## src/axi_remap_pkg.sv

```systemverilog
// shared widths, AXI channel and port structs and rule type for the address remapper
`default_nettype none

package axi_remap_pkg;

  // port widths
  localparam int unsigned SlvAddrWidth = 32;
  localparam int unsigned MstAddrWidth = 40;
  localparam int unsigned DataWidth    = 32;
  localparam int unsigned IdWidth      = 4;
  localparam int unsigned UserWidth    = 1;
  // default depth of the rule table
  localparam int unsigned NumRules     = 4;

  typedef logic [SlvAddrWidth-1:0]  slv_addr_t;
  typedef logic [MstAddrWidth-1:0]  mst_addr_t;
  typedef logic [IdWidth-1:0]       id_t;
  typedef logic [DataWidth-1:0]     data_t;
  typedef logic [DataWidth/8-1:0]   strb_t;
  typedef logic [UserWidth-1:0]     user_t;
  typedef logic [7:0]               len_t;
  typedef logic [1:0]               resp_code_t;
  typedef logic [1:0]               rule_idx_t;

  // AXI response encodings
  localparam resp_code_t RespOkay   = 2'b00;
  localparam resp_code_t RespDecerr = 2'b11;

  // address write channel, one per address width
  typedef struct packed {
    id_t        id;
    slv_addr_t  addr;
    len_t       len;
    logic [2:0] size;
    logic [1:0] burst;
    logic       lock;
    logic [3:0] cache;
    logic [2:0] prot;
    logic [3:0] qos;
    logic [3:0] region;
    logic [5:0] atop;
    user_t      user;
  } slv_aw_chan_t;

  typedef struct packed {
    id_t        id;
    mst_addr_t  addr;
    len_t       len;
    logic [2:0] size;
    logic [1:0] burst;
    logic       lock;
    logic [3:0] cache;
    logic [2:0] prot;
    logic [3:0] qos;
    logic [3:0] region;
    logic [5:0] atop;
    user_t      user;
  } mst_aw_chan_t;

  // address read channel, same fields minus atop
  typedef struct packed {
    id_t        id;
    slv_addr_t  addr;
    len_t       len;
    logic [2:0] size;
    logic [1:0] burst;
    logic       lock;
    logic [3:0] cache;
    logic [2:0] prot;
    logic [3:0] qos;
    logic [3:0] region;
    user_t      user;
  } slv_ar_chan_t;

  typedef struct packed {
    id_t        id;
    mst_addr_t  addr;
    len_t       len;
    logic [2:0] size;
    logic [1:0] burst;
    logic       lock;
    logic [3:0] cache;
    logic [2:0] prot;
    logic [3:0] qos;
    logic [3:0] region;
    user_t      user;
  } mst_ar_chan_t;

  typedef struct packed {
    data_t data;
    strb_t strb;
    logic  last;
    user_t user;
  } w_chan_t;

  typedef struct packed {
    id_t        id;
    resp_code_t resp;
    user_t      user;
  } b_chan_t;

  typedef struct packed {
    id_t        id;
    data_t      data;
    resp_code_t resp;
    logic       last;
    user_t      user;
  } r_chan_t;

  // request bundles differ only in the address channel types
  typedef struct packed {
    slv_aw_chan_t aw;
    logic         aw_valid;
    w_chan_t      w;
    logic         w_valid;
    logic         b_ready;
    slv_ar_chan_t ar;
    logic         ar_valid;
    logic         r_ready;
  } slv_req_t;

  typedef struct packed {
    mst_aw_chan_t aw;
    logic         aw_valid;
    w_chan_t      w;
    logic         w_valid;
    logic         b_ready;
    mst_ar_chan_t ar;
    logic         ar_valid;
    logic         r_ready;
  } mst_req_t;

  // response bundle shared by both ports
  typedef struct packed {
    logic    aw_ready;
    logic    ar_ready;
    logic    w_ready;
    b_chan_t b;
    logic    b_valid;
    r_chan_t r;
    logic    r_valid;
  } resp_t;

  // one translation rule
  typedef struct packed {
    logic      valid;
    slv_addr_t slv_base;
    slv_addr_t mask;
    mst_addr_t mst_base;
  } remap_rule_t;

endpackage

`default_nettype wire

```

## src/axi_addr_reg.sv

```systemverilog
// input register slice for AW and AR, lets the rule lookup start from a registered address
`timescale 1ns/100ps
`default_nettype none

module axi_addr_reg (
  input  logic                    clk_i,
  input  logic                    reset_i,
  // slave port
  input  axi_remap_pkg::slv_req_t slv_req_i,
  output axi_remap_pkg::resp_t    slv_resp_o,
  // registered side towards the lookup
  output axi_remap_pkg::slv_req_t reg_req_o,
  input  axi_remap_pkg::resp_t    reg_resp_i
);

  import axi_remap_pkg::*;

  // one entry per address channel
  slv_aw_chan_t aw_q;
  logic         aw_valid_q;
  logic         aw_ready;
  slv_ar_chan_t ar_q;
  logic         ar_valid_q;
  logic         ar_ready;

  // stage can take a new beat when empty or when its beat leaves this cycle
  assign aw_ready = ~aw_valid_q | reg_resp_i.aw_ready;
  assign ar_ready = ~ar_valid_q | reg_resp_i.ar_ready;

  // valid flags
  always_ff @(posedge clk_i) begin
    if (reset_i) begin
      aw_valid_q <= 1'b0;
      ar_valid_q <= 1'b0;
    end else begin
      if (aw_ready) begin
        aw_valid_q <= slv_req_i.aw_valid;
      end
      if (ar_ready) begin
        ar_valid_q <= slv_req_i.ar_valid;
      end
    end
  end

  // payload only loads on an accepted beat
  always_ff @(posedge clk_i) begin
    if (aw_ready && slv_req_i.aw_valid) begin
      aw_q <= slv_req_i.aw;
    end
    if (ar_ready && slv_req_i.ar_valid) begin
      ar_q <= slv_req_i.ar;
    end
  end

  // W, b_ready and r_ready go straight through
  always_comb begin
    reg_req_o          = slv_req_i;
    reg_req_o.aw       = aw_q;
    reg_req_o.aw_valid = aw_valid_q;
    reg_req_o.ar       = ar_q;
    reg_req_o.ar_valid = ar_valid_q;
  end

  // B, R and w_ready come from downstream, the address readies are local
  always_comb begin
    slv_resp_o          = reg_resp_i;
    slv_resp_o.aw_ready = aw_ready;
    slv_resp_o.ar_ready = ar_ready;
  end

endmodule

`default_nettype wire

```

## src/axi_remap_table.sv

```systemverilog
// rule registers plus the AW and AR priority lookups that give the master address
`timescale 1ns/100ps
`default_nettype none

module axi_remap_table #(
  parameter int unsigned NumRules = axi_remap_pkg::NumRules
) (
  input  logic                       clk_i,
  input  logic                       reset_i,
  // rule programming
  input  logic                       cfg_we_i,
  input  axi_remap_pkg::rule_idx_t   cfg_idx_i,
  input  axi_remap_pkg::remap_rule_t cfg_rule_i,
  // addresses to translate
  input  axi_remap_pkg::slv_addr_t   aw_addr_i,
  input  axi_remap_pkg::slv_addr_t   ar_addr_i,
  // translated addresses and match flags
  output axi_remap_pkg::mst_addr_t   aw_addr_o,
  output axi_remap_pkg::mst_addr_t   ar_addr_o,
  output logic                       aw_hit_o,
  output logic                       ar_hit_o
);

  import axi_remap_pkg::*;

  remap_rule_t rules_q [NumRules];

  // bits selected by the mask must equal the base
  function automatic logic rule_match(remap_rule_t rule, slv_addr_t addr);
    return rule.valid && ((addr & rule.mask) == rule.slv_base);
  endfunction

  // unmasked offset bits are zero extended and merged into the master base
  function automatic mst_addr_t rule_map(remap_rule_t rule, slv_addr_t addr);
    return rule.mst_base | mst_addr_t'(addr & ~rule.mask);
  endfunction

  // table comes out of reset with every rule invalid
  always_ff @(posedge clk_i) begin
    if (reset_i) begin
      for (int i = 0; i < NumRules; i++) begin
        rules_q[i].valid <= 1'b0;
      end
    end else if (cfg_we_i && (32'(cfg_idx_i) < NumRules)) begin
      rules_q[cfg_idx_i] <= cfg_rule_i;
    end
  end

  // walk from the top so the lowest matching index is the last one written
  always_comb begin
    aw_hit_o  = 1'b0;
    aw_addr_o = mst_addr_t'(aw_addr_i);
    for (int i = NumRules - 1; i >= 0; i--) begin
      if (rule_match(rules_q[i], aw_addr_i)) begin
        aw_hit_o  = 1'b1;
        aw_addr_o = rule_map(rules_q[i], aw_addr_i);
      end
    end
  end

  // same priority scheme for reads
  always_comb begin
    ar_hit_o  = 1'b0;
    ar_addr_o = mst_addr_t'(ar_addr_i);
    for (int i = NumRules - 1; i >= 0; i--) begin
      if (rule_match(rules_q[i], ar_addr_i)) begin
        ar_hit_o  = 1'b1;
        ar_addr_o = rule_map(rules_q[i], ar_addr_i);
      end
    end
  end

endmodule

`default_nettype wire

```

## src/axi_modify_address.sv

```systemverilog
// swaps the AW and AR addresses for the translated ones, all other fields pass untouched
`timescale 1ns/100ps
`default_nettype none

module axi_modify_address (
  // slave side, 32-bit addresses
  input  axi_remap_pkg::slv_req_t  slv_req_i,
  output axi_remap_pkg::resp_t     slv_resp_o,
  // master side, 40-bit addresses
  output axi_remap_pkg::mst_req_t  mst_req_o,
  input  axi_remap_pkg::resp_t     mst_resp_i,
  input  axi_remap_pkg::mst_addr_t mst_aw_addr_i,
  input  axi_remap_pkg::mst_addr_t mst_ar_addr_i
);

  always_comb begin
    // write address, atop is carried as is
    mst_req_o.aw.id     = slv_req_i.aw.id;
    mst_req_o.aw.addr   = mst_aw_addr_i;
    mst_req_o.aw.len    = slv_req_i.aw.len;
    mst_req_o.aw.size   = slv_req_i.aw.size;
    mst_req_o.aw.burst  = slv_req_i.aw.burst;
    mst_req_o.aw.lock   = slv_req_i.aw.lock;
    mst_req_o.aw.cache  = slv_req_i.aw.cache;
    mst_req_o.aw.prot   = slv_req_i.aw.prot;
    mst_req_o.aw.qos    = slv_req_i.aw.qos;
    mst_req_o.aw.region = slv_req_i.aw.region;
    mst_req_o.aw.atop   = slv_req_i.aw.atop;
    mst_req_o.aw.user   = slv_req_i.aw.user;
    mst_req_o.aw_valid  = slv_req_i.aw_valid;
    // write data and response ready
    mst_req_o.w         = slv_req_i.w;
    mst_req_o.w_valid   = slv_req_i.w_valid;
    mst_req_o.b_ready   = slv_req_i.b_ready;
    // read address
    mst_req_o.ar.id     = slv_req_i.ar.id;
    mst_req_o.ar.addr   = mst_ar_addr_i;
    mst_req_o.ar.len    = slv_req_i.ar.len;
    mst_req_o.ar.size   = slv_req_i.ar.size;
    mst_req_o.ar.burst  = slv_req_i.ar.burst;
    mst_req_o.ar.lock   = slv_req_i.ar.lock;
    mst_req_o.ar.cache  = slv_req_i.ar.cache;
    mst_req_o.ar.prot   = slv_req_i.ar.prot;
    mst_req_o.ar.qos    = slv_req_i.ar.qos;
    mst_req_o.ar.region = slv_req_i.ar.region;
    mst_req_o.ar.user   = slv_req_i.ar.user;
    mst_req_o.ar_valid  = slv_req_i.ar_valid;
    mst_req_o.r_ready   = slv_req_i.r_ready;
  end

  // responses do not carry an address
  assign slv_resp_o = mst_resp_i;

endmodule

`default_nettype wire

```

## src/axi_decerr_demux.sv

```systemverilog
// forwards mapped requests to the master port and answers unmapped ones with DECERR in order
`timescale 1ns/100ps
`default_nettype none

module axi_decerr_demux (
  input  logic                    clk_i,
  input  logic                    reset_i,
  // translated requests and their lookup result
  input  axi_remap_pkg::mst_req_t req_i,
  output axi_remap_pkg::resp_t    resp_o,
  input  logic                    aw_hit_i,
  input  logic                    ar_hit_i,
  // master port
  output axi_remap_pkg::mst_req_t mst_req_o,
  input  axi_remap_pkg::resp_t    mst_resp_i
);

  import axi_remap_pkg::*;

  typedef enum logic [1:0] {WrIdle, WrDrain, WrResp} wr_state_e;
  typedef enum logic {RdIdle, RdBeat} rd_state_e;

  // outstanding limit per direction
  localparam logic [3:0] CntMax = 4'd15;

  wr_state_e  wr_state_q;
  rd_state_e  rd_state_q;
  logic [3:0] wr_cnt_q;
  logic [3:0] rd_cnt_q;
  // forwarded AWs whose W burst has not finished yet
  logic [3:0] w_fwd_q;
  id_t        err_wr_id_q;
  id_t        err_rd_id_q;
  len_t       err_len_q;
  len_t       err_beat_q;

  logic aw_fwd_ok, aw_err_ok, aw_fwd, aw_err;
  logic ar_fwd_ok, ar_err_ok, ar_fwd, ar_err;
  logic w_open, w_fwd_last, w_drain_last, b_fwd;
  logic r_fwd_last, r_err_hs, r_err_last;

  // hits go out while no error is active, misses wait for an empty pipe
  assign aw_fwd_ok = (wr_state_q == WrIdle) && aw_hit_i && (wr_cnt_q != CntMax);
  assign aw_err_ok = (wr_state_q == WrIdle) && (wr_cnt_q == 4'd0);
  assign ar_fwd_ok = (rd_state_q == RdIdle) && ar_hit_i && (rd_cnt_q != CntMax);
  assign ar_err_ok = (rd_state_q == RdIdle) && (rd_cnt_q == 4'd0);

  assign aw_fwd = req_i.aw_valid && aw_fwd_ok && mst_resp_i.aw_ready;
  assign aw_err = req_i.aw_valid && !aw_hit_i && aw_err_ok;
  assign ar_fwd = req_i.ar_valid && ar_fwd_ok && mst_resp_i.ar_ready;
  assign ar_err = req_i.ar_valid && !ar_hit_i && ar_err_ok;

  // W only goes downstream once its AW has been forwarded
  assign w_open       = (w_fwd_q != 4'd0);
  assign w_fwd_last   = req_i.w_valid && w_open && mst_resp_i.w_ready && req_i.w.last;
  assign w_drain_last = (wr_state_q == WrDrain) && req_i.w_valid && req_i.w.last;
  assign b_fwd        = mst_resp_i.b_valid && req_i.b_ready && (wr_state_q != WrResp);

  assign r_fwd_last = mst_resp_i.r_valid && req_i.r_ready && mst_resp_i.r.last
                      && (rd_state_q != RdBeat);
  assign r_err_hs   = (rd_state_q == RdBeat) && req_i.r_ready;
  assign r_err_last = (err_beat_q == err_len_q);

  // master port, payloads pass and handshakes are gated
  always_comb begin
    mst_req_o          = req_i;
    mst_req_o.aw_valid = req_i.aw_valid && aw_fwd_ok;
    mst_req_o.w_valid  = req_i.w_valid && w_open;
    mst_req_o.b_ready  = req_i.b_ready && (wr_state_q != WrResp);
    mst_req_o.ar_valid = req_i.ar_valid && ar_fwd_ok;
    mst_req_o.r_ready  = req_i.r_ready && (rd_state_q != RdBeat);
  end

  // upstream response, local DECERR beats take over while an error is active
  always_comb begin
    resp_o          = mst_resp_i;
    resp_o.aw_ready = aw_hit_i ? (aw_fwd_ok && mst_resp_i.aw_ready) : aw_err_ok;
    resp_o.ar_ready = ar_hit_i ? (ar_fwd_ok && mst_resp_i.ar_ready) : ar_err_ok;
    resp_o.w_ready  = (wr_state_q == WrDrain) || (w_open && mst_resp_i.w_ready);
    if (wr_state_q == WrResp) begin
      resp_o.b_valid = 1'b1;
      resp_o.b.id    = err_wr_id_q;
      resp_o.b.resp  = RespDecerr;
      resp_o.b.user  = '0;
    end
    if (rd_state_q == RdBeat) begin
      resp_o.r_valid = 1'b1;
      resp_o.r.id    = err_rd_id_q;
      resp_o.r.data  = '0;
      resp_o.r.resp  = RespDecerr;
      resp_o.r.last  = r_err_last;
      resp_o.r.user  = '0;
    end
  end

  // state machines and counters
  always_ff @(posedge clk_i) begin
    if (reset_i) begin
      wr_state_q <= WrIdle;
      rd_state_q <= RdIdle;
      wr_cnt_q   <= 4'd0;
      rd_cnt_q   <= 4'd0;
      w_fwd_q    <= 4'd0;
    end else begin
      wr_cnt_q <= wr_cnt_q + 4'(aw_fwd) - 4'(b_fwd);
      rd_cnt_q <= rd_cnt_q + 4'(ar_fwd) - 4'(r_fwd_last);
      w_fwd_q  <= w_fwd_q + 4'(aw_fwd) - 4'(w_fwd_last);
      case (wr_state_q)
        WrIdle:  if (aw_err) wr_state_q <= WrDrain;
        WrDrain: if (w_drain_last) wr_state_q <= WrResp;
        WrResp:  if (req_i.b_ready) wr_state_q <= WrIdle;
        default: wr_state_q <= WrIdle;
      endcase
      case (rd_state_q)
        RdIdle:  if (ar_err) rd_state_q <= RdBeat;
        RdBeat:  if (r_err_hs && r_err_last) rd_state_q <= RdIdle;
        default: rd_state_q <= RdIdle;
      endcase
    end
  end

  // error transaction context
  always_ff @(posedge clk_i) begin
    if (aw_err) begin
      err_wr_id_q <= req_i.aw.id;
    end
    if (ar_err) begin
      err_rd_id_q <= req_i.ar.id;
      err_len_q   <= req_i.ar.len;
      err_beat_q  <= '0;
    end else if (r_err_hs) begin
      err_beat_q  <= err_beat_q + 8'd1;
    end
  end

endmodule

`default_nettype wire

```

## src/axi_remap_top.sv

```systemverilog
// address remapper top, register slice then rule lookup, address swap and DECERR demux
`timescale 1ns/100ps
`default_nettype none

module axi_remap_top #(
  parameter int unsigned NumRules = axi_remap_pkg::NumRules
) (
  input  logic                       clk_i,
  input  logic                       reset_i,
  // rule programming
  input  logic                       cfg_we_i,
  input  axi_remap_pkg::rule_idx_t   cfg_idx_i,
  input  axi_remap_pkg::remap_rule_t cfg_rule_i,
  // slave port, 32-bit addresses
  input  axi_remap_pkg::slv_req_t    slv_req_i,
  output axi_remap_pkg::resp_t       slv_resp_o,
  // master port, 40-bit addresses
  output axi_remap_pkg::mst_req_t    mst_req_o,
  input  axi_remap_pkg::resp_t       mst_resp_i
);

  import axi_remap_pkg::*;

  slv_req_t  reg_req;
  resp_t     reg_resp;
  mst_req_t  mod_req;
  resp_t     mod_resp;
  mst_addr_t aw_mst_addr;
  mst_addr_t ar_mst_addr;
  logic      aw_hit;
  logic      ar_hit;

  axi_addr_reg i_addr_reg (
    .clk_i      ( clk_i      ),
    .reset_i    ( reset_i    ),
    .slv_req_i  ( slv_req_i  ),
    .slv_resp_o ( slv_resp_o ),
    .reg_req_o  ( reg_req    ),
    .reg_resp_i ( reg_resp   )
  );

  // lookup runs on the registered addresses
  axi_remap_table #(
    .NumRules ( NumRules )
  ) i_remap_table (
    .clk_i      ( clk_i            ),
    .reset_i    ( reset_i          ),
    .cfg_we_i   ( cfg_we_i         ),
    .cfg_idx_i  ( cfg_idx_i        ),
    .cfg_rule_i ( cfg_rule_i       ),
    .aw_addr_i  ( reg_req.aw.addr  ),
    .ar_addr_i  ( reg_req.ar.addr  ),
    .aw_addr_o  ( aw_mst_addr      ),
    .ar_addr_o  ( ar_mst_addr      ),
    .aw_hit_o   ( aw_hit           ),
    .ar_hit_o   ( ar_hit           )
  );

  axi_modify_address i_modify_address (
    .slv_req_i     ( reg_req     ),
    .slv_resp_o    ( reg_resp    ),
    .mst_req_o     ( mod_req     ),
    .mst_resp_i    ( mod_resp    ),
    .mst_aw_addr_i ( aw_mst_addr ),
    .mst_ar_addr_i ( ar_mst_addr )
  );

  axi_decerr_demux i_decerr_demux (
    .clk_i      ( clk_i      ),
    .reset_i    ( reset_i    ),
    .req_i      ( mod_req    ),
    .resp_o     ( mod_resp   ),
    .aw_hit_i   ( aw_hit     ),
    .ar_hit_i   ( ar_hit     ),
    .mst_req_o  ( mst_req_o  ),
    .mst_resp_i ( mst_resp_i )
  );

endmodule

`default_nettype wire

```

## config.mk

```make
export PLATFORM = sky130hd
export DESIGN_NAME = axi_remap_top
export DESIGN_NICKNAME = d
export VERILOG_FILES = /design/src/axi_remap_pkg.sv /design/src/axi_addr_reg.sv /design/src/axi_remap_table.sv /design/src/axi_modify_address.sv /design/src/axi_decerr_demux.sv /design/src/axi_remap_top.sv
export SDC_FILE = /design/constraint.sdc
export NUM_CORES = 1
export LEC_CHECK = 0
export ABC_CLOCK_PERIOD_IN_PS = 23100
export BUFFER_PORTS_ARGS = -buffer_cell sky130_fd_sc_hd__buf_2
export CORE_AREA = 2 2 323 325
export CTS_CLUSTER_SIZE = 28
export DETAILED_ROUTE_END_ITERATION = 16
export DIE_AREA = 0 0 325 327
export PLACE_DENSITY = 0.48
export SETUP_SLACK_MARGIN = 0.02
export SLEW_MARGIN = 20
export SYNTH_ARGS = -nofsm -noshare
export SYNTH_HDL_FRONTEND = slang
export SYNTH_SLANG_ARGS = --single-unit
```

## constraint.sdc

```tcl
create_clock -name clk_i -period 23.1 [get_ports clk_i]
set_input_delay 1.155 -clock clk_i [delete_from_list [all_inputs] [get_ports clk_i]]
set_output_delay 1.155 -clock clk_i [all_outputs]
set_load 0.01 [all_outputs]
```

==> out/metrics.cfg <==
[status]
status = finished, final reports clean

[route]
dr.first_iter.drc_count = 2564
post_drt_wl_per_cell_microns = 28.06
drt_wl_total_microns = 127200
ant_nets = 0
post_drt_via_cell_ratio = 5.205
drt_pass1_iterations = 7
drc_errors = 0
vias = 23590

[worst_setup_path]
worst-path-max-fanout = 45
worstPathRequired_ps = 21950
rrSetupSlack_ps = 17370
arrival_ps = 5530
worst_setup_path_end_kind = primary output
start_kind = flop
critical_path_class = reg -> out

[power_and_ir_drop]
p_per_area_mw_per_mm2 = 80.71
leakagePower_nw = 14.06
ir_drop_uv = 52.47
p_total_w = 0.002928

[placement]
dpl_cell_area_sq_mm = 0.03370
portBuffers = 517
dp_slack_ps = 17280
gp_congestion = 1.050
hpwl_microns = 94290

[clock_tree]
clk_latency_ps = 650
root_buffer = clkbuf_16
cts_post_setup_buffers_inserted = 0
numCtsBuffers = 76
cts_resized = 0
clk_path_buf_depth = 3
cts.clk_slew.worst_paths_ps = 60
cts_sinks = 599
holdBufCountCts = 0
cts_htree_levels = 3
cts_tree = built

[yosys]
synth-seq-area-share_pct = 57.90
ys_top_cells_by_area = edfxtp_1, xor2_1, a21oi_1, buf_4, nand2_1
syn_area_sq_mm = 0.03063
synth-edff-count = 574
async_reset_ff_share_pct = 0
synth_top_area_share_pct = 56.27
syn_area_per_cell_sq_um = 11.24
ys.warnings.count = 0
yosysUniqueCellTypes = 70
syn-num-nets = 3089
synth_cells = 2725
synth_top_cell_by_area = edfxtp_1
yosys_register_bits = 599
synth_ff_type = edfxtp_1

[timing]
fin_skew_ps = 34.39
slew_headroom_pct = 26.31
fin_crit_sh_pct = 28.95
worst_slack_ps = 16410
setup_tns_ps = 0
rsz0062_at_grt = no
final-setup-viol-count = 0
finalHoldViolations = 0
fmax_mhz = 149.5
finalMaxSlewViolations = 0
worstMarginPinSlew_ps = 1102
min_period_ps = 6687

[cells_and_area]
drive_gt1_share_pct = 22.44
stdcell_area_sq_mm = 0.03627
fin_nets = 3455
final_core_utilization_pct = 35.25
syn_to_final_growth_pct = 18.41

[floorplanning]
die_area_sq_mm = 0.1063
initial_core_util_pct = 29.77
fp.dieH_microns = 327
die_x_microns = 325
io_pins = 592
coreArea_sq_mm = 0.1029
rows = 118

[flow_run]
max-cap-violations = 0

[global_route]
grt.total_usage_pct = 23.07
antenna_found_initial = 13
grt_start_max_net_pins = 57
grt_pass1_wl_microns = 173400
grt_pass1_vias = 22500
globalRouteOverflowTotal = 0

[min_path]
hp-class = reg -> reg

-- routing by layer --
layer	GRT usage, %	part of all wire (%)	vias up
li1	-	-	10590
met4	8.535	4.0	12
met3	4.778	7.8	243
met1	29.55	41	11560
met2	38.46	47	1192
met5	0	0.062	-
-- Yosys cell counts (9+ instances only) --
cell,number
edfxtp_1,574
a21oi_1,250
nand2_1,231
xor2_1,171
inv_1,130
buf_4,120
and2_1,119
nor2_1,101
o21ai_0,91
a21o_1,80
clkbuf_1,79
nand3_1,74
nand4_1,73
a21boi_0,68
nor2b_1,51
buf_2,50
and3_1,48
a31oi_1,42
and3b_1,37
o211ai_1,32
dfxtp_1,25
nor4_1,25
a211oi_1,24
o21ai_1,24
a22o_1,18
ha_1,18
o22a_1,17
xnor2_1,14
o31ai_1,13
a32oi_1,10
mux2_2,9
o21bai_1,9
or2_2,9
-- state kept, by name, summed over array words and instances, names as in the netlist --
| name | cells |
|---|---|
| i_addr_reg.ar_valid_q | 1 |
| i_addr_reg.aw_valid_q | 1 |
| i_addr_reg.reg_req_o | 138 |
| i_decerr_demux.err_beat_q | 8 |
| i_decerr_demux.err_len_q | 8 |
| i_decerr_demux.err_rd_id_q | 4 |
| i_decerr_demux.err_wr_id_q | 4 |
| i_decerr_demux.rd_cnt_q | 4 |
| i_decerr_demux.rd_state_q | 1 |
| i_decerr_demux.w_fwd_q | 4 |
| i_decerr_demux.wr_cnt_q | 4 |
| i_decerr_demux.wr_state_q | 2 |
| i_remap_table.rules_q | 420 |
-- cell usage in the layout (no fill, tap or decap), types with 72 or more instances in the layout --
| master | n |
|---|---|
| a21o_1 | 80 |
| a21oi_1 | 250 |
| and2_1 | 116 |
| buf_2 | 517 |
| clkbuf_16 | 79 |
| edfxtp_1 | 574 |
| inv_1 | 130 |
| nand2_1 | 231 |
| nand3_1 | 72 |
| nand4_1 | 73 |
| nor2_1 | 100 |
| o21ai_0 | 91 |
| xor2_1 | 171 |
-- cell families (layout without fill, tap and decap cells) --
family	after synthesis	count (layout)	share of synthesized area [%]
XOR/XNOR	185	185	5.290
multiplexers	11	11	0.3962
AO/OA/AOI/OAI	717	717	14.90
flip-flops	599	599	57.90
other	0	3	0
AND/OR/NAND/NOR	803	803	13.97
buffers and inverters	389	814	6.617
adder cells (fa/ha/maj)	21	21	0.9313
-- worst max-delay path, cell delays in order (launching register included) --
cell and delay [ps]:
edfxtp_1 530, and3b_1 250, nor4_1 830, nand4_1 290, nor4_2 260, buf_4 530, and2_4 750, and3_1 290
a2111oi_2 50, a311oi_1 700, buf_2 270
-- report_power, final --
group          leakage (nW)  switching [W]  total [W]  internal (W)
Clock                  1.24       0.000485    0.00125      0.000760
Combinational          7.93       0.000225   0.000351      0.000126
Sequential             4.89      0.0000702    0.00133       0.00126
-- area by class of cell --
class	instances	area (sq um)
fill	10290	66630
sequential	599	17740
multi-input combinational	1737	10930
timing repair buffer	547	2813
clock buffer	96	2041
tap	1380	1727
clock inverter	41	524.3
inverter	130	488.0
antenna	3	7.507
-- per-stage QoR --
step	std cells	hold WS, ps
floorplan	2725	427.7
detailed placement	4393	431.8
global placement	4393	425.8
global route	4530	461.0
finish	4533	445.7
CTS	4530	447.2
-- final timing paths --
kind	startpoint	depth (start not counted)	endpoint
hold reg to reg	i_addr_reg.reg_req_o[64]	0	i_decerr_demux.err_rd_id_q[0]
setup / recovery	i_addr_reg.reg_req_o[151]	10	mst_req_o[177]
hold / removal	i_addr_reg.reg_req_o[64]	0	i_decerr_demux.err_rd_id_q[0]
setup reg to reg	i_addr_reg.reg_req_o[44]	10	i_addr_reg.reg_req_o[57]
No activity file was read; power rests on OpenSTA's default activity.
